$ cat config.mk
export PLATFORM = sky130hd
export DESIGN_NAME = raw_to_gray
export DESIGN_NICKNAME = d
export VERILOG_FILES = /design/src/image_capture_pkg.sv /design/src/pixel_ram.sv /design/src/raw_to_gray.sv
export VERILOG_INCLUDE_DIRS = /design/src /design/src/src
export SDC_FILE = /design/constraint.sdc
export NUM_CORES = 1
export LEC_CHECK = 0
export ABC_AREA = 1
export BUFFER_PORTS_ARGS = -buffer_cell sky130_fd_sc_hd__buf_2
export CORE_ASPECT_RATIO = 1.75
export CORE_MARGIN = 2
export CORE_UTILIZATION = 41
export CTS_BUF_LIST = sky130_fd_sc_hd__clkbuf_4
export DETAILED_ROUTE_END_ITERATION = 8
export GPL_TIMING_DRIVEN = 1
export HOLD_SLACK_MARGIN = 0.05
export PLACE_DENSITY = 0.6
export SLEW_MARGIN = 20
export SYNTH_ARGS = -nofsm -noshare
export SYNTH_HDL_FRONTEND = slang
export SYNTH_SLANG_ARGS = --single-unit
$ cat constraint.sdc
create_clock -name D5M_PIXLCLK -period 2.8 [get_ports D5M_PIXLCLK]
set_input_delay 0.14 -clock D5M_PIXLCLK [delete_from_list [all_inputs] [get_ports D5M_PIXLCLK]]
set_output_delay 0.14 -clock D5M_PIXLCLK [all_outputs]
set_load 0.05 [all_outputs]
$ cat src/image_capture_macros.svh
`ifndef IMAGE_CAPTURE_MACROS_SVH
`define IMAGE_CAPTURE_MACROS_SVH

// ==================================================
// Frame geometry
// ==================================================
`define FRAME_W    64          // Raw active window width
`define FRAME_H    64          // Raw active window height

`define IMG_W      32          // Gray image after 2x2 reduction
`define IMG_H      32
`define IMG_WORDS  1024        // IMG_W * IMG_H

// ==================================================
// Register map in word addresses
// ==================================================
`define REG_CTRL   10'd0       // Write only
`define REG_STATUS 10'd1
`define REG_FRAMES 10'd2
`define BAD_READ   32'h0000dead

`endif

$ cat src/image_capture_pkg.sv
`include "image_capture_macros.svh"

package image_capture_pkg;

    // One sensor sample from the D5M
    typedef logic [11:0] raw_pix_t;

    // Reduced gray pixel
    typedef logic [7:0] gray_pix_t;

    // Word address into the gray image
    typedef logic [$clog2(`IMG_W * `IMG_H)-1:0] img_addr_t;

    // Raw x or y position
    // One extra bit so the count can run past the window
    typedef logic [$clog2(`FRAME_W):0] coord_t;

    // Wishbone data word
    typedef logic [31:0] wb_word_t;

endpackage

$ cat src/pixel_ram.sv
`timescale 1ns/1ns

module pixel_ram #(
    parameter type payload_t = logic [7:0],  // Item stored per address
    parameter int  DEPTH     = 64
) (
    input  logic                     D5M_PIXLCLK,
    input  logic                     we,
    input  logic [$clog2(DEPTH)-1:0] waddr,
    input  payload_t                 wdata,
    input  logic [$clog2(DEPTH)-1:0] raddr,
    output payload_t                 rdata
);

    payload_t mem [DEPTH];  // Storage array

    // One write and one read per clock
    always_ff @(posedge D5M_PIXLCLK)
    begin
        if (we)
            mem[waddr] <= wdata;
        // Registered read port
        // Same address as a write gives the old item
        rdata <= mem[raddr];
    end

endmodule

$ cat src/raw_to_gray.sv
`timescale 1ns/1ns
`include "image_capture_macros.svh"

module raw_to_gray import image_capture_pkg::*; (
    input  logic      D5M_PIXLCLK,
    input  logic      rst_n,
    input  raw_pix_t  pix_data,
    input  logic      pix_valid,
    input  coord_t    pix_x,
    input  coord_t    pix_y,
    output logic      gray_we,
    output img_addr_t gray_addr,
    output gray_pix_t gray_data
);

    localparam int LB_AW = $clog2(`FRAME_W);    // Line buffer address width

    logic             lb_we;
    logic [LB_AW-1:0] lb_waddr;
    logic [LB_AW-1:0] lb_raddr;
    raw_pix_t         lb_rdata;
    coord_t           rd_x;
    raw_pix_t         left_pix;     // Even column of the current cell
    raw_pix_t         above_left;   // Row above at the even column
    logic [13:0]      cell_sum;
    logic             cell_done;

    // ==================================================
    // Line buffer for the even row of each cell
    // ==================================================
    assign lb_we    = pix_valid & ~pix_y[0];     // Even rows only
    assign lb_waddr = pix_x[LB_AW-1:0];

    // Read one column ahead of the incoming pixel
    // Idle address 0 preloads column 0 before an odd row starts
    assign rd_x     = pix_valid ? pix_x + 7'd1 : '0;
    assign lb_raddr = rd_x[LB_AW-1:0];           // Wraps harmlessly after x 63

    pixel_ram #(
        .payload_t (raw_pix_t),
        .DEPTH     (`FRAME_W)
    ) u_line_buf (
        .D5M_PIXLCLK (D5M_PIXLCLK),
        .we          (lb_we),
        .waddr       (lb_waddr),
        .wdata       (pix_data),
        .raddr       (lb_raddr),
        .rdata       (lb_rdata)
    );

    // ==================================================
    // Cell accumulation
    // ==================================================
    // Hold the left half of the cell
    // lb_rdata here is the row above at this same even column
    always_ff @(posedge D5M_PIXLCLK)
    begin
        if (pix_valid && !pix_x[0])
        begin
            left_pix   <= pix_data;
            above_left <= lb_rdata;
        end
    end

    // At odd x lb_rdata is the row above at odd x
    assign cell_sum  = 14'(left_pix) + 14'(above_left) + 14'(lb_rdata) + 14'(pix_data);
    assign cell_done = pix_valid & pix_x[0] & pix_y[0];     // Last sample of the cell

    // Gray word out two edges after its last raw sample
    always_ff @(posedge D5M_PIXLCLK)
    begin
        if (cell_done)
        begin
            gray_addr <= img_addr_t'(pix_y[5:1] * `IMG_W + pix_x[5:1]);  // (y/2)*32 + x/2
            gray_data <= cell_sum[13:6];     // Sum of four divided by 64
        end
    end

    always_ff @(posedge D5M_PIXLCLK)
    begin
        if (!rst_n)
            gray_we <= 1'b0;
        else
            gray_we <= cell_done;
    end

endmodule

; ---- Word level (Yosys, flattened, before mapping)
; Memories as Yosys holds them, arrays and structs flattened. A register that Yosys moved wholly into a read port is not among the register bits.
; Index checks and enable logic that the tools add are counted.
[word_totals]
mem_bits_rw = 768
mem_count = 1
input_bits = 29
reg_bits = 43
output_inout_bits = 19
[op_classes]
reduce_logical = 2
bitwise = 4
add_sub_neg = 5
n_mux = 3
[memory_table]
columns = memory, depth, width, rd, rd_ports_with_merged_regs, write_ports, line_no
row1 = u_line_buf.mem, 64, 12, 1, 1, 1, pixel_ram.sv:15  ; payload_t mem [DEPTH];
[ops]
columns = cell, n
row1 = 13-bit by 12-bit adder with 14-bit output, 1
row2 = 14-bit by 12-bit adder with 14-bit output, 1
row3 = 12-bit by 12-bit adder with 13-bit output, 1
row4 = 10-bit by 5-bit adder with 10-bit output, 1
row5 = "6-bit by 1-bit adder with 6-bit output, second input constant", 1
row6 = 6-bit two-way mux, 1
row7 = 1-bit bitwise AND, 3
row8 = 1-bit two-way mux, 2
row9 = 1-bit logical AND, 1
row10 = 1-bit zero test, 1
row11 = 1-bit NOT, 1

; ---- Logic depth before layout (Yosys ltp)
[logic_depth]
ltp_word = 4
depth_mapped = 13

; ---- Hierarchy
; Synthesis repeated with hierarchy kept, for this count alone.
[hier_totals]
cells_unflattened = 2932
area_unflattened_um2 = 34395.5
[modules_own_cells]
columns = mod, area_each_um2, cells_each, n_inst, seq_area_each_um2
row1 = pixel_ram, 31675.4, 2661, 1, 23302.3
row2 = raw_to_gray, 2720.1, 271, 1, 1281.2

; ---- Worst setup path after synthesis
; OpenSTA, ideal clock, no wires.
[synth_timing]
path_kind = reg2reg
from = reg left_pix[6]
to = reg gray_data[3], data pin
required_ns = 2.540
arrival_ns = 2.350
period_less_slack_ns = 2.609
path_stages_with_launch = 12
setup_slack_ns = 0.191
n_path_buf = 0
path_cell_list = edfxtp_1 > inv_1 > fa_1 > fa_1 > inv_1 > ha_1 > nand2_1 > or2_2 > nand3_1 > nand2_1 > nand2_1 > xor2_1
[synth_via]
elab_chain_len = 3
[synth_lines]
columns = element, line_no
row1 = "start, declared", raw_to_gray.sv:23  ; raw_pix_t left_pix;
row2 = "start signal, assigned", raw_to_gray.sv:60  ; left_pix <= pix_data;
row3 = 12-bit by 12-bit adder with 13-bit output, raw_to_gray.sv:66  ; assign cell_sum = 14'(left_pix) + 14'(above_left) + 14'(lb_rdata) + 14'(pix_data);
row4 = 13-bit by 12-bit adder with 14-bit output, raw_to_gray.sv:66
row5 = 14-bit by 12-bit adder with 14-bit output, raw_to_gray.sv:66
row6 = net cell_sum[9], raw_to_gray.sv:25  ; logic [13:0] cell_sum;
row7 = "end signal, assigned", raw_to_gray.sv:75  ; gray_data <= cell_sum[13:6];
row8 = "end, declared", raw_to_gray.sv:13  ; output gray_pix_t gray_data
; The timed path passes the listed nets, and every way through them passes these cells.
; A chain may end at the register's enable or synchronous reset.

; ---- Worst setup path in the final report
[layout_timing]
from = reg above_left[6]
to = reg gray_data[3], data pin
[layout_via]
elab_chain_len = 3
[layout_lines]
columns = element, line_no
row1 = "start, declared", raw_to_gray.sv:24  ; raw_pix_t above_left;
row2 = "start signal, assigned", raw_to_gray.sv:61  ; above_left <= lb_rdata;
row3 = 12-bit by 12-bit adder with 13-bit output, raw_to_gray.sv:66
row4 = 13-bit by 12-bit adder with 14-bit output, raw_to_gray.sv:66
row5 = 14-bit by 12-bit adder with 14-bit output, raw_to_gray.sv:66
row6 = net cell_sum[9], raw_to_gray.sv:25
; The timed path passes the listed nets, and every way through them passes these cells.

==> impl_metrics.yaml <==
routing:
  drt_first_pass_iters: 5
  vias_per_cell: 4.900
  drtIter0Drc: 2311
  dr_total_vias: 24935
  wirelength_mm: 100.2
  drtAntennaViolNets: 0
  wl_per_cell_microns: 19.70
  drc: 0
die:
  pin_count: 48
  core.rowCount: 144
  core-area_sq_um: 87740
  die_w_microns: 228.4
  initial_core_util_pct: 41.19
  die-area_sq_um: 90640
  dieHeight_microns: 396.8
finish:
  multi_input_area_sq_um: 8548
  fin_util_pct: 47.57
  fin_cells: 5089
  seqCellArea_sq_um: 24580
  fin_nets: 3831
  fillers: 8069
  final_common_cell: "edfxtp_1"
  stdcell_area_sq_um: 41740
  final_cell_mix: "810 x edfxtp_1, 775 x nand2_1, 629 x inv_1, 611 x nand3_1, 368 x nor2_1"
  final_layout_size_suffix_gt1_share_pct: 13.69
  area_growth_pct: 15.49
logic_synthesis:
  ys_types: 28
  synth_xor_area_share_pct: 0.1696
  synthMuxAreaShare_pct: 0
  ys_ff_latch: 823
  synth-simple-area-share_pct: 20.75
  synth-compound-area-share_pct: 0.6577
  netlist_instances: 3496
  yosysWarnings: 0
  seq_area_frac_synth_pct: 68.02
  synth_area_sq_um: 36140
  syn_nets: 3560
  synth_top_family_by_area: "simple AND/OR/NAND/NOR gates"
  synthAdderAreaFrac_pct: 1.689
  avgSynthCellArea_sq_um: 10.34
global_routing:
  grt_usage_pct: 22.16
  grt_first_pass_wirelength_mm: 147.7
  grt_antenna_before_repair: 6
  grt_max_degree: 90
  grt_pass1_vias: 24525
  grt-ovfl-total: 0
critical_path:
  cp_max_fo: 3
  crit_top_cell: "nand2_1"
  critical_path_buf_inv_count: 2
  path_class: "reg2reg"
  crit_chain: "inv_2 -> fa_1 -> fa_1 -> inv_1 -> ha_4 -> nand2_1 -> or2_2 -> nand3_2 -> nand2_1 -> nand2_1 -> xor2_1"
  arrival_ns: 3.51
  crit_family: "adder cells"
  critPathCaptureType: "register"
  cp_slowest_cell: "fa_1"
  slowest_delay_ns: 0.50
  cp.required_ns: 3.64
  cp-start-kind: "register"
place:
  place.gp.congestion: 0.8535
  hpwl_mm: 60.07
  place_area_sq_um: 38680
  io_buffers: 45
  dpl.cell_count: 4704
power:
  totalPowerFinal_mw: 27.09
  power_density_nw_per_um2: 649.1
  power_leakage_nw: 17.54
  vdd_drop_max_mv: 0.3421
clock_tree:
  cts_buffers: 185
  clock_latency_ns: 1.12
  htree_levels: 4
  path_clk_slew_ns: 0.07
  cts_root_buffer: "clkbuf_4"
  cts_tree: "done"
  cts_sinks: 823
  cts_buffer_depth: 3
run_status:
  outcome: "finished clean"
timing:
  timing.fmax_ghz: 0.3745
  fin_crit_sh_pct: 95.36
  min_period_ns: 2.670
  tns_ns: 0
  hold_viol_final: 0
  rsz0062_at_grt: "false"
  worst_pin_slew_ns: 0.9022
  maxSlewHeadroom_pct: 39.85
  setup_viol: 0
  clock_skew_ns: 0.04050
  maxSlewViolCount: 0
min_path:
  holdCritPathClass: "in2reg"
flow_run:
  maxCapViolCount: 0
[logic make-up (layout without fill, tap and decap cells)]
group                      count (synthesis)  after routing
buffers and inverters                    805           1223
and+or+nand+nor                         1781           1781
other                                      0              7
xor gates and xnor gates                   7              7
DFF                                      823            823
AOI/OAI and AO/OA                         45             45
adders and majority gates                 35             35
[sequential cells by signal, indices dropped and copies added (netlist names)]
signal            cells
u_line_buf.rdata     12
gray_data             8
gray_addr            10
left_pix             12
u_line_buf.mem      768
gray_we               1
above_left           12
[cell usage after synthesis, drive strengths merged]
master	instances	area share, %
edfxtp	810	67
nand2	779	8.1
inv	637	6.6
nand3	612	8.5
nor2	373	3.9
buf	107	1.5
clkbuf	61	0.63
o21ai	30	0.42
fa	23	1.3
dfxtp	13	0.72
ha	12	0.42
nand4	11	0.19
a21oi	10	0.14
xor2	5	0.12
nor3	3	0.055
a21o	2	0.042
o21bai	2	0.042
xnor2	2	0.048
a211oi	1	0.021
nor3b	1	0.021
nor4	1	0.017
or2	1	0.017
[layer usage]
metal / up-vias / share of wire (%) / GRT usage, %
met5: - / 0 / 0
met4: 0 / 4.9 / 11.90
met3: 219 / 5.7 / 4.191
met2: 802 / 52 / 39.78
met1: 11940 / 37 / 24.83
li1: 11974 / - / -
[cell type report]
type,instances,share of cell area [%]
Clock inverter,56,1.043
Timing Repair Buffer,252,5.300
Sequential cell,823,58.90
Inverter,637,5.740
Tap cell,1168,3.501
Multi-Input combinational cell,1868,20.48
Clock buffer,278,5.000
Antenna cell,7,0.04197
[per-stage QoR]
step	hold slack, ns	setup WS, ns
CTS	0.05432	0.02631
global route	0.09556	0.006239
detailed placement	0.3188	-0.1703
finish	0.1793	0.1299
global placement	0.3174	-0.1076
floorplan	0.2389	0.1907
[what timing repair did]
action / CTS / global route
endpoints found under the setup margin: 2 / 6
setup buffers: 0 / 1
hold buffers: 43 / 0
pin swaps: 1 / 8
endpoints found under the hold margin: 1576 / 0
gates resized for setup: 2 / 12
[power by group]
group	internal (mW)	leakage [nW]	switching, mW
combinational	1.13	8.66	2.19
sequential	13.7	7.40	0.0492
clock	5.20	1.47	4.82
[worst min-delay path: stages]
cell and delay, ns:
dlygate4sd3_1 0.52, buf_2 0.17, nor4_2 0.06, buf_4 0.20
[path summary, 6_finish.rpt]
kind	from	end	slack, ns	cells past startpoint
worst max register to register	above_left[6]$_DFFE_PP_	gray_data[3]$_DFFE_PP_	0.13	11
worst min-delay path	pix_y[0]	u_line_buf.mem[63][11]$_DFFE_PP_	0.18	4
worst max-delay path	above_left[6]$_DFFE_PP_	gray_data[3]$_DFFE_PP_	0.13	11
worst min register to register	u_line_buf.rdata[5]$_DFF_P_	above_left[5]$_DFFE_PP_	0.44	0
Note: power is estimated with default switching activity, not from simulation.
