File: src/image_capture_macros.svh
`ifndef IMAGE_CAPTURE_MACROS_SVH
`define IMAGE_CAPTURE_MACROS_SVH

// ==================================================
// Frame geometry
// ==================================================
`define FRAME_W    64          // Raw active window width
`define FRAME_H    64          // Raw active window height

`define IMG_W      32          // Gray image after 2x2 reduction
`define IMG_H      32
`define IMG_WORDS  1024        // IMG_W * IMG_H

// ==================================================
// Register map in word addresses
// ==================================================
`define REG_CTRL   10'd0       // Write only
`define REG_STATUS 10'd1
`define REG_FRAMES 10'd2
`define BAD_READ   32'h0000dead

`endif

File: src/image_capture_pkg.sv
`include "image_capture_macros.svh"

package image_capture_pkg;

    // One sensor sample from the D5M
    typedef logic [11:0] raw_pix_t;

    // Reduced gray pixel
    typedef logic [7:0] gray_pix_t;

    // Word address into the gray image
    typedef logic [$clog2(`IMG_W * `IMG_H)-1:0] img_addr_t;

    // Raw x or y position
    // One extra bit so the count can run past the window
    typedef logic [$clog2(`FRAME_W):0] coord_t;

    // Wishbone data word
    typedef logic [31:0] wb_word_t;

endpackage

File: src/capture_wb_slave.sv
`timescale 1ns/1ns
`include "image_capture_macros.svh"

module capture_wb_slave import image_capture_pkg::*; (
    input  logic        D5M_PIXLCLK,
    input  logic        rst_n,
    input  logic        wb_cyc,
    input  logic        wb_stb,
    input  logic        wb_we,
    input  logic [10:0] wb_adr,
    input  wb_word_t    wb_dat_w,
    input  logic        capturing,
    input  logic [15:0] frame_count,
    input  gray_pix_t   img_rdata,
    output wb_word_t    wb_dat_r,
    output logic        wb_ack,
    output logic        start_req,
    output logic        stop_req,
    output img_addr_t   img_raddr
);

    logic       phase;       // Set while an access waits for its ack
    logic       req_new;
    logic       img_sel;
    logic [9:0] reg_adr;
    logic       ctrl_wr;
    wb_word_t   reg_rdata;

    // ==================================================
    // Address decode
    // ==================================================
    assign img_sel   = wb_adr[10];           // Upper half is the image window
    assign reg_adr   = wb_adr[9:0];
    assign img_raddr = wb_adr[9:0];          // RAM read starts on the first edge

    // New access only when idle and not in the ack cycle
    assign req_new = wb_cyc & wb_stb & ~phase & ~wb_ack;
    assign ctrl_wr = req_new & wb_we & ~img_sel & (reg_adr == `REG_CTRL);

    always_comb
    begin
        case (reg_adr)
            `REG_STATUS: reg_rdata = {31'd0, capturing};
            `REG_FRAMES: reg_rdata = {16'd0, frame_count};
            // Control is write only and reads like an empty slot
            default:     reg_rdata = `BAD_READ;
        endcase
    end

    // ==================================================
    // Phase counter and ack
    // ==================================================
    always_ff @(posedge D5M_PIXLCLK)
    begin
        if (!rst_n)
        begin
            phase     <= 1'b0;
            wb_ack    <= 1'b0;
            start_req <= 1'b0;
            stop_req  <= 1'b0;
        end
        else
        begin
            wb_ack    <= 1'b0;
            start_req <= ctrl_wr & wb_dat_w[0];   // One pulse per access
            stop_req  <= ctrl_wr & wb_dat_w[1];
            if (req_new)
                phase <= 1'b1;
            else if (phase)
            begin
                phase  <= 1'b0;
                wb_ack <= wb_cyc & wb_stb;        // No ack for an abandoned cycle
            end
        end
    end

    // Read data lands with the ack
    always_ff @(posedge D5M_PIXLCLK)
    begin
        if (phase)
        begin
            if (img_sel)
                wb_dat_r <= {24'd0, img_rdata};   // Zero extended pixel
            else
                wb_dat_r <= reg_rdata;
        end
    end

endmodule

File: config.mk
export PLATFORM = sky130hd
export DESIGN_NAME = capture_wb_slave
export DESIGN_NICKNAME = d
export VERILOG_FILES = /design/src/image_capture_pkg.sv /design/src/capture_wb_slave.sv
export VERILOG_INCLUDE_DIRS = /design/src /design/src/src
export SDC_FILE = /design/constraint.sdc
export NUM_CORES = 1
export LEC_CHECK = 0
export CORE_MARGIN = 10
export CORE_UTILIZATION = 40
export CTS_BUF_LIST = sky130_fd_sc_hd__clkbuf_4 sky130_fd_sc_hd__clkbuf_8
export DETAILED_ROUTE_END_ITERATION = 7
export DONT_BUFFER_PORTS = 1
export PLACE_DENSITY = 0.55
export SLEW_MARGIN = 20
export SYNTH_ARGS = -nofsm -noshare
export SYNTH_HDL_FRONTEND = slang
export SYNTH_SLANG_ARGS = --single-unit
File: constraint.sdc
create_clock -name D5M_PIXLCLK -period 2.71 [get_ports D5M_PIXLCLK]
set_input_delay 0 -clock D5M_PIXLCLK [delete_from_list [all_inputs] [get_ports D5M_PIXLCLK]]
set_output_delay 0 -clock D5M_PIXLCLK [all_outputs]
set_load 0.02 [all_outputs]
* Word level (Yosys, flattened, before mapping)
Index checks and enable logic that the tools add are counted.
** Word-level totals
- Output and inout bits :: 45
- Flip-flop bits (word level) :: 20
- Input bits :: 73
- Logic and storage cells :: 25
** Operators by class
- Bitwise gates (word level) :: 12
- Eq/ne operators :: 2
- Reductions and logical operators :: 2
- Muxes and demuxes :: 3
** Operators with widths (count)
- one-hot mux 16 bit (2 select lines) :: 1
- equality test 10 x 1 -> 1 bit, second input constant :: 1
- equality test 10 x 2 -> 1 bit, second input constant :: 1
- logical NOT 10 bit :: 1
- bitwise AND 1 bit :: 8
- 2-to-1 mux 8 bit :: 1
- inverter 1 bit :: 4
- OR reduction 3 bit :: 1
- 2-to-1 mux 1 bit :: 1

* Longest topological paths before layout
Gate-level depths: netlist (run 1).
- Word-level depth :: 7
- Depth in mapped cells :: 4
- Depth with buffers taken out :: 3

* Worst setup path before layout (run 1)
No wires, ideal clock.
- Path type :: reg2reg
- Start point :: reg phase
- End point :: reg start_req
- Path buffers :: 0
- Required time :: 2.595 ns
- Cell stages (with the launch flop) :: 4
- Clock period less this slack :: 1.043 ns
- Library setup time :: 0.115 ns
- Data arrival time :: 0.928 ns
- Path slack :: 1.667 ns
- Path through :: dfxtp_1 -> nor2_1 -> nand4_1 -> nor3_1
** On the way
- Cells in the longest elaborated chain, start to end :: 7
** RTL lines
- start: declaration :: line capture_wb_slave.sv:22 : logic phase;
- start signal: assignment :: line capture_wb_slave.sv:57 : phase <= 1'b0;
- start signal: assignment :: line capture_wb_slave.sv:68 : phase <= 1'b1;
- start signal: assignment :: line capture_wb_slave.sv:71 : phase <= 1'b0;
- inverter 1 bit (no line)
- bitwise AND 1 bit (2 in a row) :: line capture_wb_slave.sv:37 : assign req_new = wb_cyc & wb_stb & ~phase & ~wb_ack;
- bitwise AND 1 bit (3 in a row) :: line capture_wb_slave.sv:38 : assign ctrl_wr = req_new & wb_we & ~img_sel & (reg_adr == `REG_CTRL);
- bitwise AND 1 bit :: line capture_wb_slave.sv:65 : start_req <= ctrl_wr & wb_dat_w[0];
- end signal: assignment :: line capture_wb_slave.sv:65
- end: declaration :: line capture_wb_slave.sv:17 : output logic start_req,
Every way passes these cells.
A chain may end at the register's enable or synchronous reset.

* Worst setup path in the final report (run 1)
Same ends and word-level chain as after synthesis.

==> impl_metrics.yaml, run 1 <==
outcome:
  status: "complete, no violations"
pwr:
  p_seq_share_pct: 59.1
  p_int_w: 0.000451
  combinationalPowerShare_pct: 12.0
  switching_share_pct: 25.1
  powerDensity_nw_per_um2: 488
  peakVddDrop_mv: 0.317
  leakagePower_nw: 0.438
  total_power_w: 0.000602
  clkPwrFrac_pct: 28.8
  power.switching_w: 0.000151
cells_and_area:
  areaGrowthSynthToFinish_pct: 9.80
  n_antenna_cell: 0
  final_core_util_pct: 45.5
  fillCellCount: 273
  nets: 191
  drive_gt1_share_pct: 5.98
synthesis:
  seq_area_frac_synth_pct: 49.9
  synth_cell_types: 27
  ys.flop_type: "edfxtp_1"
  postSynthCellCount: 108
  async_flop_share_pct: 0
  yosysWarnings: 0
  syn-cell-area_sq_um: 1120
  ys_seq_elements: 20
  synth-edff-count: 16
  syn_area_per_cell_sq_um: 10.4
worst_setup_path:
  required_ns: 2.91
  startpoint: "phase"
  worst-path-max-fanout: 18
  endpoint_kind: "flop"
  worstSetupPathType: "reg2reg"
  r2r-start: "phase"
  cp.arrival_ns: 2.09
  critPathLaunchType: "flop"
  reg2reg_depth: 4
sta:
  hold_viol: 0
  worst_slack_ns: 0.813
  fin_crit_sh_pct: 70.0
  grt_setup_unrepaired: "no"
  setup_viol: 0
  timing.fmax_mhz: 527
  max_slew.worst_pin.slew_ns: 0.803
  setup_tns_ns: 0
  hold_ws_ns: 0.0000493
  max_slew_margin_pct: 46.4
  slew_violations: 0
  fin_crit_ns: 1.90
  fin_skew_ns: 0.00480
place:
  hpwl_mm: 2.18
  numPortBuffers: 0
  post-place-ws_ns: 1.40
  gp_congestion: 0.691
die:
  core_sq_um: 2710
  core.rowCount: 19
  die_height_microns: 73
  start_util_pct: 41.5
  die_w_microns: 73
  dieArea_sq_um: 5330
  io_pins: 118
detailed_routing:
  antenna_left: 0
  drc: 0
  drt_iter0_drc: 35
  totalWireLength_mm: 2.93
  firstDrtPassIters: 4
  wl_per_cell_microns: 19.8
  via_per_inst: 5.18
  via_count: 767
hold_path:
  hold_class: "in2out"
  min_from: "wb_adr[2]"
  hold_depth: 0
global_routing:
  antenna_found_initial: 0
  grt_max_degree: 19
  first_global_vias: 806
  gr-total-overflow: 0
  grt_pass1_wl_mm: 4.24
  grt_util_all_layers_pct: 10.4
cts:
  clkSlewWorstSetupHoldPaths_ns: 0.12
  root_buffer: "clkbuf_4"
  cts_tree: "done"
  htreeDepth: 1
  clk_latency_ns: 0.30
  cts_made_buffers: 3
  cts.sinks: 20
  clock_path_buffers: 2
run:
  max_cap_viol_count: 0
-- through the flow --
| stage | instances | cell area, sq um |
|---|---|---|
| 3_3_place_gp | 124 | 997 |
| 5_1_grt | 148 | 1230 |
| 6_report | 148 | 1230 |
| 4_1_cts | 147 | 1220 |
| 3_5_place_dp | 124 | 997 |
| 2_1_floorplan | 123 | 1180 |
-- placed cells by master (no fill, tap or decap), types with 4 or more instances in the layout --
cell type      Yosys  layout
a21oi_1            6       6
dlygate4sd3_1      0      20
a31oi_1            5       5
nand4_1            4       4
o21ai_1            4       4
conb_1             1      16
dfxtp_1            4       4
nor2_1             6       6
edfxtp_1          16      16
o21ai_0            9       9
-- critical path: stages (launching register included) --
cell and delay, ns:
dfxtp_1 0.86, nor2_1 0.14, nand4_1 0.17, nor3_1 0.07
dlygate4sd3_1 0.56
-- cells in the mapped netlist, drive strengths merged (3+ instances only) --
master,count,share of area (%)
buf,27,19
dfxtp,4,7.1
nand4,4,2.2
nor2,6,2.0
a21oi,6,2.7
edfxtp,16,43
o21ai,13,5.8
and2,3,1.9
a31oi,5,2.8
clkbuf,3,1.0
nand2,3,1.0
-- registers in the layout, indices dropped and copies added, names as in the netlist --
register	count
phase	1
wb_dat_r	16
stop_req	1
wb_ack	1
start_req	1
-- metal layers --
layer | GRT usage [%] | up-vias | routed length [microns]
met3 | 5.85 | 4 | 296
met2 | 15.7 | 51 | 1380
met4 | 5.27 | 0 | 47
met5 | 0 | - | 0
met1 | 11.3 | 347 | 1200
li1 | - | 365 | -
-- final cells by class --
class | count | area (sq um) | area share (%)
Clock buffer | 4 | 36.3 | 2.94
Inverter | 3 | 11.3 | 0.913
Multi-Input combinational cell | 70 | 387 | 31.3
Sequential cell | 20 | 561 | 45.4
Tap cell | 31 | 38.8 | 3.14
Timing Repair Buffer | 20 | 200 | 16.2
-- worst paths after layout --
kind	to	slack, ns
setup / recovery	start_req	0.81
hold / removal	img_raddr[2]	0.00005
setup reg to reg	start_req	0.81
hold reg to reg	phase	0.69
-- power by group through the flow --
| stage | Clock [W] | Sequential (W) | Combinational (W) |
|---|---|---|---|
| after detailed placement | 0 | 0.000364 | 0.0000479 |
| after global routing | 0.000192 | 0.000358 | 0.0000797 |
| after global placement | 0 | 0.000363 | 0.0000468 |
| final | 0.000174 | 0.000356 | 0.0000725 |
| after floorplan | 0 | 0.000360 | 0.0000848 |
| after CTS | 0.000180 | 0.000357 | 0.0000698 |
-- timing repair --
item                      4_1_cts  5_1_grt
gates resized for setup         0        0
hold endpoints to repair       18        1
buffers inserted                0        0
hold buffers                   19        1
-- logic make-up after synthesis --
logic type             Yosys count  synth area share (%)
AND/OR/NAND/NOR                 29                  17.3
other                            1                 0.334
AO/OA/AOI/OAI                   25                  11.8
flip-flops                      20                  49.9
buffers and inverters           33                  20.7
Note: power is estimated with default switching activity, not from simulation.
==> run 2, diff against run 1 <==
- ABC_AREA: unset -> 1
- PLACE_DENSITY: 0.55 -> 0.57
- clock period: 2.71 -> 1.6 ns (I/O delays scaled with it)
==> run 2 against run 1 <==
Against the previous run: final cell count increased by 22%; clock skew shrank 0.0036 ns; clock power grew 140%; largest cell class unchanged; largest power group unchanged.
==> impl_metrics.yaml, run 2 <==
pwr:
  peakVddDrop_mv: 0.726
  powerDensity_nw_per_um2: 835
  leakagePower_nw: 0.579
synthesis:
  syn_area_per_cell_sq_um: 8.86
  synth_top_area_share_pct: 42.1
  yosys.area.top_type: "edfxtp_1"
  synth-edff-count: 16
  postSynthCellCount: 129
  ys_seq_elements: 20
  ys.flop_type: "edfxtp_1"
  syn-cell-area_sq_um: 1140
  synth_cell_types: 18
  yosysWarnings: 0
  synth_most_common_cell: "nor2_1"
  seq_area_frac_synth_pct: 49.1
  netlist_top_cells_count: "29 x nor2_1, 26 x buf_4, 16 x edfxtp_1, 15 x nand2_1, 10 x inv_1"
  synth.area.top_cells: "edfxtp_1 42%, buf_4 17%, nor2_1 9.5%"
  async_flop_share_pct: 0
cts:
  cts_made_buffers: 3
  cts_setup_buffers: 0
  clk_latency_ns: 0.30
  cts.sinks: 20
  root_buffer: "clkbuf_4"
  cts_tree: "done"
  clkSlewWorstSetupHoldPaths_ns: 0.12
  clock_path_buffers: 2
  htreeDepth: 1
worst_setup_path:
  endpoint_kind: "flop"
  cp.arrival_ns: 1.71
  worst-path-max-fanout: 2
  critPathLaunchType: "primary input"
  required_ns: 1.84
  worstSetupPathType: "in2reg"
hold_path:
  hold_class: "in2out"
cells_and_area:
  drive_gt1_share_pct: 8.72
  top_register: "wb_dat_r"
  areaGrowthSynthToFinish_pct: 19.8
  most-common-layout-cells: "29 x nor2_1, 28 x dlygate4sd3_1, 16 x conb_1, 16 x edfxtp_1, 15 x nand2_1"
  largest_register_ffs: 16
  final_core_util_pct: 50.1
  fillCellCount: 257
  n_antenna_cell: 0
  final_common_cell: "nor2_1"
  nets: 223
place:
  gp_congestion: 0.683
  post-place-ws_ns: 0.522
  hpwl_mm: 2.20
  numPortBuffers: 0
global_routing:
  grt_max_degree: 18
  gr-total-overflow: 0
  grt_util_all_layers_pct: 10.7
  antenna_found_initial: 0
  first_global_vias: 943
  grt_pass1_wl_mm: 4.63
sta:
  hold_viol: 0
  worst_slack_ns: 0.128
  fin_crit_ns: 1.47
  grt_setup_unrepaired: "no"
  fin_skew_ns: 0.00121
  setup_tns_ns: 0
  fin_crit_sh_pct: 92.0
  slew_violations: 0
  timing.fmax_mhz: 679
  setup_viol: 0
die:
  die_w_microns: 73.4
  start_util_pct: 41.8
  io_pins: 118
  core_sq_um: 2730
  core.rowCount: 19
  dieArea_sq_um: 5390
  die_height_microns: 73.4
detailed_routing:
  firstDrtPassIters: 4
  antenna_left: 0
  via_count: 841
  drc: 0
  wl_per_cell_microns: 16.6
  totalWireLength_mm: 2.99
  via_per_inst: 4.67
  drt_iter0_drc: 28
run:
  max_cap_viol_count: 0
outcome:
  status: "complete, no violations"
==> run 2: cell count changes in the layout (fill, tap and decap cells not counted), moves of 4 or more <==
cell           delta
a31oi_1           -5
nand3_1           +6
o21ai_1           -4
nand2_1          +12
nand4_1           -4
o21ai_0           -6
nor2_1           +23
dlygate4sd3_1     +8
inv_1             +8
==> run 2: worst max-delay path, stage by stage <==
cell and delay (ns):
dlygate4sd3_1 0.54, nand2_1 0.07, dlygate4sd3_1 0.55, nor4_1 0.26, nand3_1 0.16, nor2_1 0.13
==> run 2: area by class of cell <==
class | count | area [sq um] | area share, %
clock buffer | 3 | 22.5 | 1.65
clock inverter | 1 | 30.0 | 2.19
inverter | 10 | 37.5 | 2.74
multi-input combinational | 85 | 384 | 28.1
sequential | 20 | 561 | 41.0
tap | 31 | 38.8 | 2.83
timing repair buffer | 30 | 295 | 21.6
==> run 2: per-stage QoR <==
step	cells	hold WS [ns]	area, sq um	power [W]
finish	180	0.0000102	1370	0.00114
detailed placement	148	0.000162	1040	0.000686
floorplan	144	0.112	1200	0.000744
CTS	180	0.000162	1370	0.00115
global placement	148	0.000164	1040	0.000683
global route	180	0.0000237	1370	0.00119
==> run 2: report_power, final <==
part	leakage [nW]	internal [W]	switching (W)
Clock	0.0279	0.000253	0.000158
Sequential	0.183	0.000575	0.0000172
Combinational	0.368	0.0000589	0.0000810
==> run 2: routing by layer <==
metal  vias up  share of wire [%]  track usage, %
met5         -                  0               0
met4         0                1.5            2.69
met3         4                9.4            5.11
met2        52                 51            18.4
met1       373                 38            11.5
li1        412                  -               -
==> run 2: final timing paths <==
kind,startpoint,end,slack [ns],depth (start not counted)
min reg2reg,phase,phase,0.45,1
max,wb_stb,stop_req,0.13,6
min,wb_adr[1],img_raddr[1],0.00001,0
max reg2reg,phase,wb_ack,0.27,4
==> run 2: timing repair <==
| item | CTS | global route |
|---|---|---|
| hold endpoints to repair | 20 | 0 |
| hold buffers | 28 | 0 |
| gates resized for setup | 0 | 0 |
==> run 2: kinds of logic (layout without fill, tap and decap cells) <==
| group | Yosys count | count (layout) | synth area share [%] |
|---|---|---|---|
| simple gates | 59 | 59 | 23.3 |
| flops | 20 | 20 | 49.1 |
| other cells | 1 | 16 | 0.328 |
| buf+inv | 39 | 44 | 22.2 |
| compound gates | 10 | 10 | 5.04 |
