## config.mk

```make
export PLATFORM = sky130hd
export DESIGN_NAME = pixel_ram
export DESIGN_NICKNAME = d
export VERILOG_FILES = /design/src/pixel_ram.sv
export SDC_FILE = /design/constraint.sdc
export NUM_CORES = 1
export LEC_CHECK = 0
export BUFFER_PORTS_ARGS = -buffer_cell sky130_fd_sc_hd__buf_2
export CAP_MARGIN = 20
export CORE_ASPECT_RATIO = 0.8
export CORE_MARGIN = 2
export CORE_UTILIZATION = 55
export DETAILED_ROUTE_END_ITERATION = 12
export HOLD_SLACK_MARGIN = 0.15
export PLACE_DENSITY_LB_ADDON = 0.05
export SLEW_MARGIN = 10
export SYNTH_ARGS = -nofsm -noshare
export SYNTH_HDL_FRONTEND = slang
export SYNTH_SLANG_ARGS = --single-unit
```

## constraint.sdc

```tcl
create_clock -name D5M_PIXLCLK -period 2.5 [get_ports D5M_PIXLCLK]
set_input_delay 0.25 -clock D5M_PIXLCLK [delete_from_list [all_inputs] [get_ports D5M_PIXLCLK]]
set_output_delay 0.25 -clock D5M_PIXLCLK [all_outputs]
set_load 0.02 [all_outputs]
```

## src/pixel_ram.sv

```systemverilog
`timescale 1ns/1ns

module pixel_ram #(
    parameter type payload_t = logic [7:0],  // Item stored per address
    parameter int  DEPTH     = 64
) (
    input  logic                     D5M_PIXLCLK,
    input  logic                     we,
    input  logic [$clog2(DEPTH)-1:0] waddr,
    input  payload_t                 wdata,
    input  logic [$clog2(DEPTH)-1:0] raddr,
    output payload_t                 rdata
);

    payload_t mem [DEPTH];  // Storage array

    // One write and one read per clock
    always_ff @(posedge D5M_PIXLCLK)
    begin
        if (we)
            mem[waddr] <= wdata;
        // Registered read port
        // Same address as a write gives the old item
        rdata <= mem[raddr];
    end

endmodule

```

# Word-level counts from Yosys, hierarchy flattened
# Memory sizes are Yosys's and may differ from the RTL's. A register that Yosys moved wholly into a read port is not among the register bits.
# Cells that the tools add are included.
# Widths: inputs -> output; s select.
word_totals:
  elab_cells: 3
  inputBits: 22
  register_bits: 0
  mem_count: 1
  mem_bits_rw: 512
memory_table:
  columns: ["memory", "depth", "word_bits", "read_ports", "rd_ports_with_merged_regs", "write_ports", "line_no", "rtl"]
  rows:
  - ["mem", 64, 8, 1, 1, 1, "15", "payload_t mem [DEPTH];"]
classes:
  muxes: 2
op_table:
  columns: ["op", "n"]
  rows:
  - ["$mux 1", 2]

# Longest topological paths before layout
# Gate-level depths: netlist (run 1).
logic_depth:
  ltp_word: 2
  depth_mapped: 9

# Worst setup path after synthesis (run 1)
# No wires, ideal clock.
synth_path:
  path_kind: "input -> register"
  start: "in raddr[1]"
  end: "reg rdata[3] (netlist name), read port of mem"
  arrival_time_ns: 1.790
  path_slack_ns: 0.582
  cell_stages: 7
  required_time_ns: 2.372
  cell_sequence: "buf_4 > buf_2 > buf_2 > mux4_2 > mux4_2 > o21ai_1 > o41ai_1"
synth_rtl:
  columns: ["element", "line_no", "rtl"]
  rows:
  - ["start: declaration", "11", "input logic [$clog2(DEPTH)-1:0] raddr,"]
  - ["end: declaration", "12", "output payload_t rdata"]

==> results of run 1 <==
==> how the worst max path moves through the flow <==
stage | endpoint | slack, ps | start | cells after the start
final | rdata[4] | 280 | mem[16][4] | 5
after global routing | rdata[4] | 280 | mem[16][4] | 5
after CTS | rdata[4] | 310 | mem[16][4] | 5
after detailed placement | rdata[4] | 20 | raddr[0] | 8
after global placement | rdata[4] | -5 | raddr[0] | 6
after floorplan | rdata[3] | 580 | raddr[1] | 7
==> Yosys cell counts, drive strengths merged (4+ instances only) <==
cell type	count
nor2	83
edfxtp	512
mux4	126
clkbuf	17
buf	34
a221oi	6
o221ai	8
a211oi	4
o21ai	4
nor2b	14
mux2i	23
o22ai	8
nand2b	7
mux2	13
nand2	19
nor3	7
nand3	13
dfxtp	8
==> routing by layer <==
metal	up-vias	track usage, %
met2	411	37.78
li1	4210	-
met1	5217	36.25
met5	-	0
met3	66	6.303
met4	0	6.604
==> where the power goes <==
| part | total [mW] | leakage [nW] | switching, mW | internal [mW] |
|---|---|---|---|---|
| sequential | 9.68 | 4.67 | 0.0282 | 9.65 |
| clock | 6.96 | 0.737 | 3.03 | 3.93 |
| combinational | 0.966 | 2.00 | 0.585 | 0.381 |
| total | 17.6 | 7.41 | 3.65 | 14.0 |
==> stage by stage <==
stage	setup slack, ps	setup TNS, ps	instances
detailed placement	15.96	0	1507
CTS	313.3	0	1596
floorplan	582.3	0	940
global placement	-5.301	-5.301	1507
finish	276.3	0	1596
global route	279.8	0	1596
==> worst register-to-register path: stages (launching register included) <==
cell,delay [ps]
edfxtp_1,370
mux4_2,480
mux2_2,290
o221a_2,280
nor3_1,510
o32ai_1,170
==> logic make-up (layout without fill, tap and decap cells) <==
kind of cell | Yosys count | after routing | share of synthesized area, %
AOI/OAI and AO/OA | 54 | 54 | 2.072
buffers and inverters | 51 | 227 | 1.570
DFF | 520 | 520 | 77.03
muxes | 162 | 162 | 15.94
and+or+nand+nor | 153 | 153 | 3.387
==> layout make-up <==
cell class | count | share of cell area (%)
clock buffers | 62 | 5.719
clock inverters | 26 | 0.7929
multi-input cells | 369 | 18.73
flip-flops and latches | 520 | 67.43
well taps | 480 | 2.607
repair buffers | 139 | 4.719
==> sequential cells by signal, indices dropped and copies added (netlist names) <==
name / flops
mem: 512
rdata: 8
==> metrics.yaml, run 1 <==
leakagePower_nw: 7.415
cp_max_fo: 1
wl_um: 45370
io_buffers: 29
critPathArrivalTime_ps: 2650
timing.rr.start: "mem[16][4]"
ir_worst_vdd_v: 0.0006522
cts_tree: "yes"
powerDensity_mw_per_mm2: 764.2
areaGrowthSynthToFinish_pct: 14.24
wl_per_cell_um: 28.43
critPathBufInv: 0
cpPeakStageDelay_ps: 510
hold_path_end: "mem[54][3]"
synthCells: 940
core_area_mm2: 0.03599
period_minus_slack_ps: 2224
cts_htree_levels: 2
yosysUniqueCellTypes: 40
initial_utilization_pct: 56.03
diodes: 0
cts_setup_buffers: 0
multi_input_area_mm2: 0.004315
cts_resized: 0
tightest_slew_ps: 764.2
cp-start-kind: "flop"
ys_seq_area_share_pct: 77.03
overflow: 0
finalSetupViolCount: 0
hold_violations: 0
timing.hold.ws_ps: 256.8
power_mw: 17.61
clk_latency_ps: 560
slew_violations: 0
ys_top_cells_by_area: "edfxtp_1, mux4_2, nor2_1"
grt_antenna_before_repair: 0
hold_depth: 3
hp-class: "input pin to flop"
routed-via-count: 9904
netlist.area_leader.share_pct: 76.24
reg2reg_slack_ps: 280
root_buffer: "clkbuf_16"
topRoutingLayerUsed: "met4"
endpoint_kind: "flop"
dpl_cell_area_mm2: 0.02153
fin_skew_ps: 31.22
crit_chain: "mux4_2 -> mux2_2 -> o221a_2 -> nor3_1 -> o32ai_1"
relSlewSlack_pct: 49.05
place_hpwl_um: 28960
die_y_um: 175.3
yosysTopAreaCell: "edfxtp_1"
drc: 0
grt_pass1_vias: 10350
dr_wl_met3_um: 3996
postSynthAreaPerCell_um2: 21.45
cp.required_ps: 2930
synth_edf_count: 512
cp_slowest_cell: "nor3_1"
rr_endpoint: "rdata[4]"
rr_worst_depth: 5
cap_violations: 0
die-area_mm2: 0.03822
fp-row-count: 62
final_common_cell: "edfxtp_1"
dr.pass1.iters: 5
syn_area_mm2: 0.02017
min_from: "waddr[2]"
viasPerCell: 6.206
rsz0062_at_grt: "no"
drt-initial-drc-count: 1166
gp_congestion: 0.8255
final_util_pct: 64.01
grt_max_degree: 65
path_clk_slew_ps: 60
ioPinCount: 30
die_w_um: 218.1
drive_gt1_share_pct: 31.27
timing.final.crit_share_pct: 88.95
mostFrequentLayoutCells: "edfxtp_1, mux4_2, buf_4, nor2_1, clkbuf_16"
nFillCells: 2446
synth_nets: 962
cts_buffer_depth: 3
ys_warn_count: 0
wl_met2_um: 21260
status: "finished, final reports clean"
ant_nets: 0
hold_buffers: 1
cts.sinks: 520
path_class: "flop to flop"
ys_ff_latch: 520
fmax_mhz: 449.7
crit_family: "multiplexers"
grt_first_pass_wirelength_um: 67820
drt-met1-wl_um: 19010
numCtsBuffers: 50
postSynth.asyncResetShare_pct: 0
fin_area_mm2: 0.02304
ys.flop_type: "edfxtp_1"
nets: 1102
grt_usage_pct: 24.75
seq_area_mm2: 0.01553
Note: power is estimated with default switching activity, not from simulation.
==> run 2, diff against run 1 <==
--- a/config.mk
+++ b/config.mk
@@ -7,7 +7,6 @@
 export LEC_CHECK = 0
 export BUFFER_PORTS_ARGS = -buffer_cell sky130_fd_sc_hd__buf_2
 export CAP_MARGIN = 20
-export CORE_ASPECT_RATIO = 0.8
 export CORE_MARGIN = 2
 export CORE_UTILIZATION = 55
 export DETAILED_ROUTE_END_ITERATION = 12
==> metrics.yaml, run 2 (synthesized netlist as in run 1, its figures left out) <==
power_mw: 18.13
fin_area_mm2: 0.02328
die-area_mm2: 0.03821
ant_nets: 0
wl_per_cell_um: 29.11
crit_end: "rdata[4]"
cts_tree: "yes"
numCtsBuffers: 51
io_buffers: 29
dpl_worst_slack_ps: -122.8
instances_no_fill: 1597
multi_input_area_mm2: 0.004315
ioPinCount: 30
cts_buffer_depth: 3
fmax_mhz: 419.7
dpl_cell_area_mm2: 0.02163
mostFrequentLayoutCells: "edfxtp_1, mux4_2, buf_4, nor2_1, clkbuf_16"
cp-start-kind: "flop"
ir_worst_vdd_v: 0.0007112
rsz0062_at_grt: "no"
critPathArrivalTime_ps: 2790
initial_utilization_pct: 55.48
areaGrowthSynthToFinish_pct: 15.45
place_hpwl_um: 30650
dr.pass1.iters: 5
critPathLaunch: "mem[21][4]"
grt_usage_pct: 25.11
overflow: 0
status: "finished, final reports clean"
tightest_slew_ps: 845.9
core_area_mm2: 0.03635
fin_setup_tns_ps: 0
timing.rr.start: "mem[21][4]"
met1_usage_pct: 34.50
cp_max_fo: 1
leakagePower_nw: 7.534
fin_skew_ps: 23.72
largest_registers: "mem: 512 flops, rdata: 8 flops"
path_clk_slew_ps: 60
hold_violations: 0
grt_pass1_vias: 10220
dp_cells: 1500
wl_um: 46490
routed-via-count: 9871
post-route-worst-setup-slack_ps: 117.4
final_common_cell: "edfxtp_1"
nFillCells: 2419
cp.required_ps: 2900
timing.hold.ws_ps: 186.2
gp_congestion: 0.7881
die_y_um: 195.5
grt_max_degree: 65
reg2reg_slack_ps: 120
relSlewSlack_pct: 43.40
grt_util_met3_pct: 4.974
die_w_um: 195.5
rr_endpoint: "rdata[4]"
finalSetupViolCount: 0
grt_antenna_before_repair: 3
path_class: "flop to flop"
fp-row-count: 70
drc: 0
clk_latency_ps: 570
root_buffer: "clkbuf_16"
seq_area_mm2: 0.01553
slew_violations: 0
largest_reg_flops: 512
period_minus_slack_ps: 2383
cts.sinks: 520
cap_violations: 0
endpoint_kind: "flop"
viasPerCell: 6.181
rr_worst_depth: 5
powerDensity_mw_per_mm2: 778.7
cts_htree_levels: 2
met2_usage_pct: 41.63
grt_first_pass_wirelength_um: 68420
drt-initial-drc-count: 829
nets: 1110
grt.busiest_layer: "met2"
drive_gt1_share_pct: 31.56
hp-class: "input pin to flop"
largest_register: "mem"
timing.final.crit_share_pct: 95.30
final_util_pct: 64.06
[run 2: worst min path at each step]
stage,start,to,slack (ps),cells past startpoint
floorplan,wdata[0],mem[0][0],350,0
global placement,wdata[0],mem[22][0],670,1
detailed placement,wdata[0],mem[23][0],680,1
CTS,wdata[4],mem[40][4],190,2
global route,wdata[4],mem[40][4],200,2
finish,wdata[4],mem[40][4],190,2
[run 2: power breakdown]
group | internal, mW | total (mW) | leakage [nW] | switching [mW]
Combinational | 0.392 | 0.986 | 2.06 | 0.594
Clock | 4.35 | 7.47 | 0.798 | 3.11
Sequential | 9.65 | 9.68 | 4.67 | 0.0304
[run 2: layout make-up]
cell class	instances	area share [%]
clock inverters	22	0.9028
clock buffers	71	6.073
diodes	1	0.01075
multi-input cells	369	18.54
flip-flops and latches	520	66.72
repair buffers	146	5.240
well taps	468	2.515
[run 2: worst max-delay path, cell delays in order (launching register included)]
cell and delay [ps]:
edfxtp_1 360, mux4_2 500, mux2_2 270, o221a_2 310, nor3_1 570, o32ai_1 210
[run 2: timing repair]
action	CTS	global route
hold endpoints to repair	29	0
hold buffers	3	0
gates resized for setup	0	0
setup buffers	0	0
[run 2: per-layer routing]
metal,wire length [um],part of all wire [%]
met1,18770,40
met4,1218,2.6
met2,23280,50
met3,3206,6.9
met5,14,0.030
==> run 3, diff against run 2 <==
--- a/config.mk
+++ b/config.mk
@@ -5,6 +5,7 @@
 export SDC_FILE = /design/constraint.sdc
 export NUM_CORES = 1
 export LEC_CHECK = 0
+export ABC_AREA = 1
 export BUFFER_PORTS_ARGS = -buffer_cell sky130_fd_sc_hd__buf_2
 export CAP_MARGIN = 20
 export CORE_MARGIN = 2
==> metrics.yaml, run 3 <==
status: "finished, final reports clean"
grt_pass1_vias: 13460
mostFrequentLayoutCells: "nand2_1, edfxtp_1, nand3_1, buf_4, nor2_1"
ant_nets: 0
largest_register: "mem"
ys_top_cells_by_count: "nand2_1, edfxtp_1, nand3_1, nor2_1, buf_2"
final_common_cell: "nand2_1"
ir_worst_vdd_v: 0.0006351
cts_tree: "yes"
cts_buffer_depth: 3
overflow: 0
post-synth-top-count-cell: "nand2_1"
io_buffers: 29
path_class: "input pin to flop"
cap_violations: 0
finalSetupViolCount: 0
numCtsBuffers: 52
largest_registers: "mem: 512 flops, rdata: 8 flops"
fin_skew_ps: 12.22
cp_max_fo: 33
yosysUniqueCellTypes: 16
nets: 1915
largest_reg_flops: 512
slew_violations: 0
cts_htree_levels: 2
wl_per_cell_um: 22.25
ioPinCount: 30
relSlewSlack_pct: 59.56
timing.hold.ws_ps: 165.9
drive_gt1_share_pct: 11.02
ys_ff_latch: 520
cp-start-kind: "input pin"
ys_seq_area_share_pct: 72.80
syn_area_mm2: 0.02134
crit_chain: "clkbuf_8 -> inv_6 -> buf_4 -> nand2_1 -> nand3_1 -> nand3_1 -> nand2_1 -> nand2_1 -> nand3_1 -> nand3_1 -> nand2_1"
areaGrowthSynthToFinish_pct: 12.61
cp.required_ps: 3020
hold_violations: 0
dp_cells: 2351
die_w_um: 201.0
fmax_mhz: 648.6
endpoint_kind: "flop"
wl_um: 54540
die_y_um: 201.0
instances_no_fill: 2451
tightest_slew_ps: 605.9
postSynth.asyncResetShare_pct: 0
dpl_worst_slack_ps: 423.8
root_buffer: "clkbuf_16"
rsz0062_at_grt: "no"
grt_antenna_before_repair: 2
drt-initial-drc-count: 1431
ys_warn_count: 0
die-area_mm2: 0.04039
routed-via-count: 14070
postSynthAreaPerCell_um2: 11.82
synth_edf_count: 512
fin_setup_tns_ps: 0
post-route-worst-setup-slack_ps: 958.3
crit_family: "buffers and inverters"
period_minus_slack_ps: 1542
grt_first_pass_wirelength_um: 82620
synthCells: 1805
ys.flop_type: "edfxtp_1"
path_clk_slew_ps: 60
synth_nets: 1827
cts.sinks: 520
initial_utilization_pct: 55.47
power_mw: 18.14
place_hpwl_um: 32590
dr.pass1.iters: 6
ys_top_cells_by_area: "edfxtp_1, nand2_1, nand3_1"
viasPerCell: 5.740
timing.final.crit_share_pct: 61.67
critPathBufInv: 3
netlist.area_leader.share_pct: 72.05
gp_congestion: 0.8438
hp-class: "input pin to flop"
clk_latency_ps: 590
leakagePower_nw: 8.827
critPathArrivalTime_ps: 2060
cp_slowest_cell: "buf_4"
grt_usage_pct: 27.41
core_area_mm2: 0.03847
drc: 0
grt_max_degree: 105
cpPeakStageDelay_ps: 410
fp-row-count: 72
powerDensity_mw_per_mm2: 755.0
yosysTopAreaCell: "edfxtp_1"
==> run 3: cell types whose count changed after synthesis, moves of 26 or more <==
cell and delta:
buf_2 +26, buf_6 +31, mux4_2 -126, nor2_1 -27
nand2_1 +629, nand3_1 +426
==> run 3: kinds of logic (layout without fill, tap and decap cells) <==
logic type / count (synthesis) / in the layout / synth area share [%]
buffers and inverters: 125 / 252 / 4.022
flip-flops: 520 / 520 / 72.80
other: 0 / 1 / 0
AND/OR/NAND/NOR: 1160 / 1160 / 23.18
==> run 3: what timing repair did <==
action | CTS | global route
gates resized for setup | 0 | 0
setup buffers | 0 | 0
hold buffers | 6 | 0
endpoints found under the hold margin | 58 | 0
==> run 3: through the flow <==
step | utilization (%) | cell area (um^2)
floorplan | - | 21340
global placement | 58.24 | 22400
detailed placement | 58.24 | 22400
CTS | 62.46 | 24030
global route | 62.46 | 24030
finish | 62.47 | 24030
==> run 3: path summary, 6_finish.rpt <==
path	startpoint	end	depth (start not counted)	slack, ps
worst max-delay path	raddr[0]	rdata[3]	11	960
worst min-delay path	wdata[0]	mem[56][0]	1	170
worst max register to register	mem[18][6]	rdata[6]	8	1130
worst min register to register	mem[28][7]	rdata[7]	8	800
==> run 3: report_power, final <==
| group | total, mW | internal [mW] | switching [mW] |
|---|---|---|---|
| Combinational | 1.21 | 0.325 | 0.885 |
| Sequential | 9.68 | 9.65 | 0.0327 |
| Clock | 7.25 | 4.14 | 3.12 |
==> run 3: metal layers <==
metal  GRT usage, %  part of all wire [%]  wire length, um  vias up
li1               -                     -                -     6525
met1          38.85                    42            22760     6867
met4          8.439                   2.7             1484        2
met3          5.731                   8.7             4745       92
met2          43.07                    47            25540      583
met5              0                 0.024               13        -
==> run 3: area by class of cell <==
cell class	count	area, um^2
Clock inverter	22	150.1
Multi-Input combinational cell	1160	4946
Clock buffer	71	1414
Timing Repair Buffer	147	1282
Fill cell	3058	14440
Inverter	12	52.55
Antenna cell	1	2.502
Tap cell	518	648.1
Sequential cell	520	15530
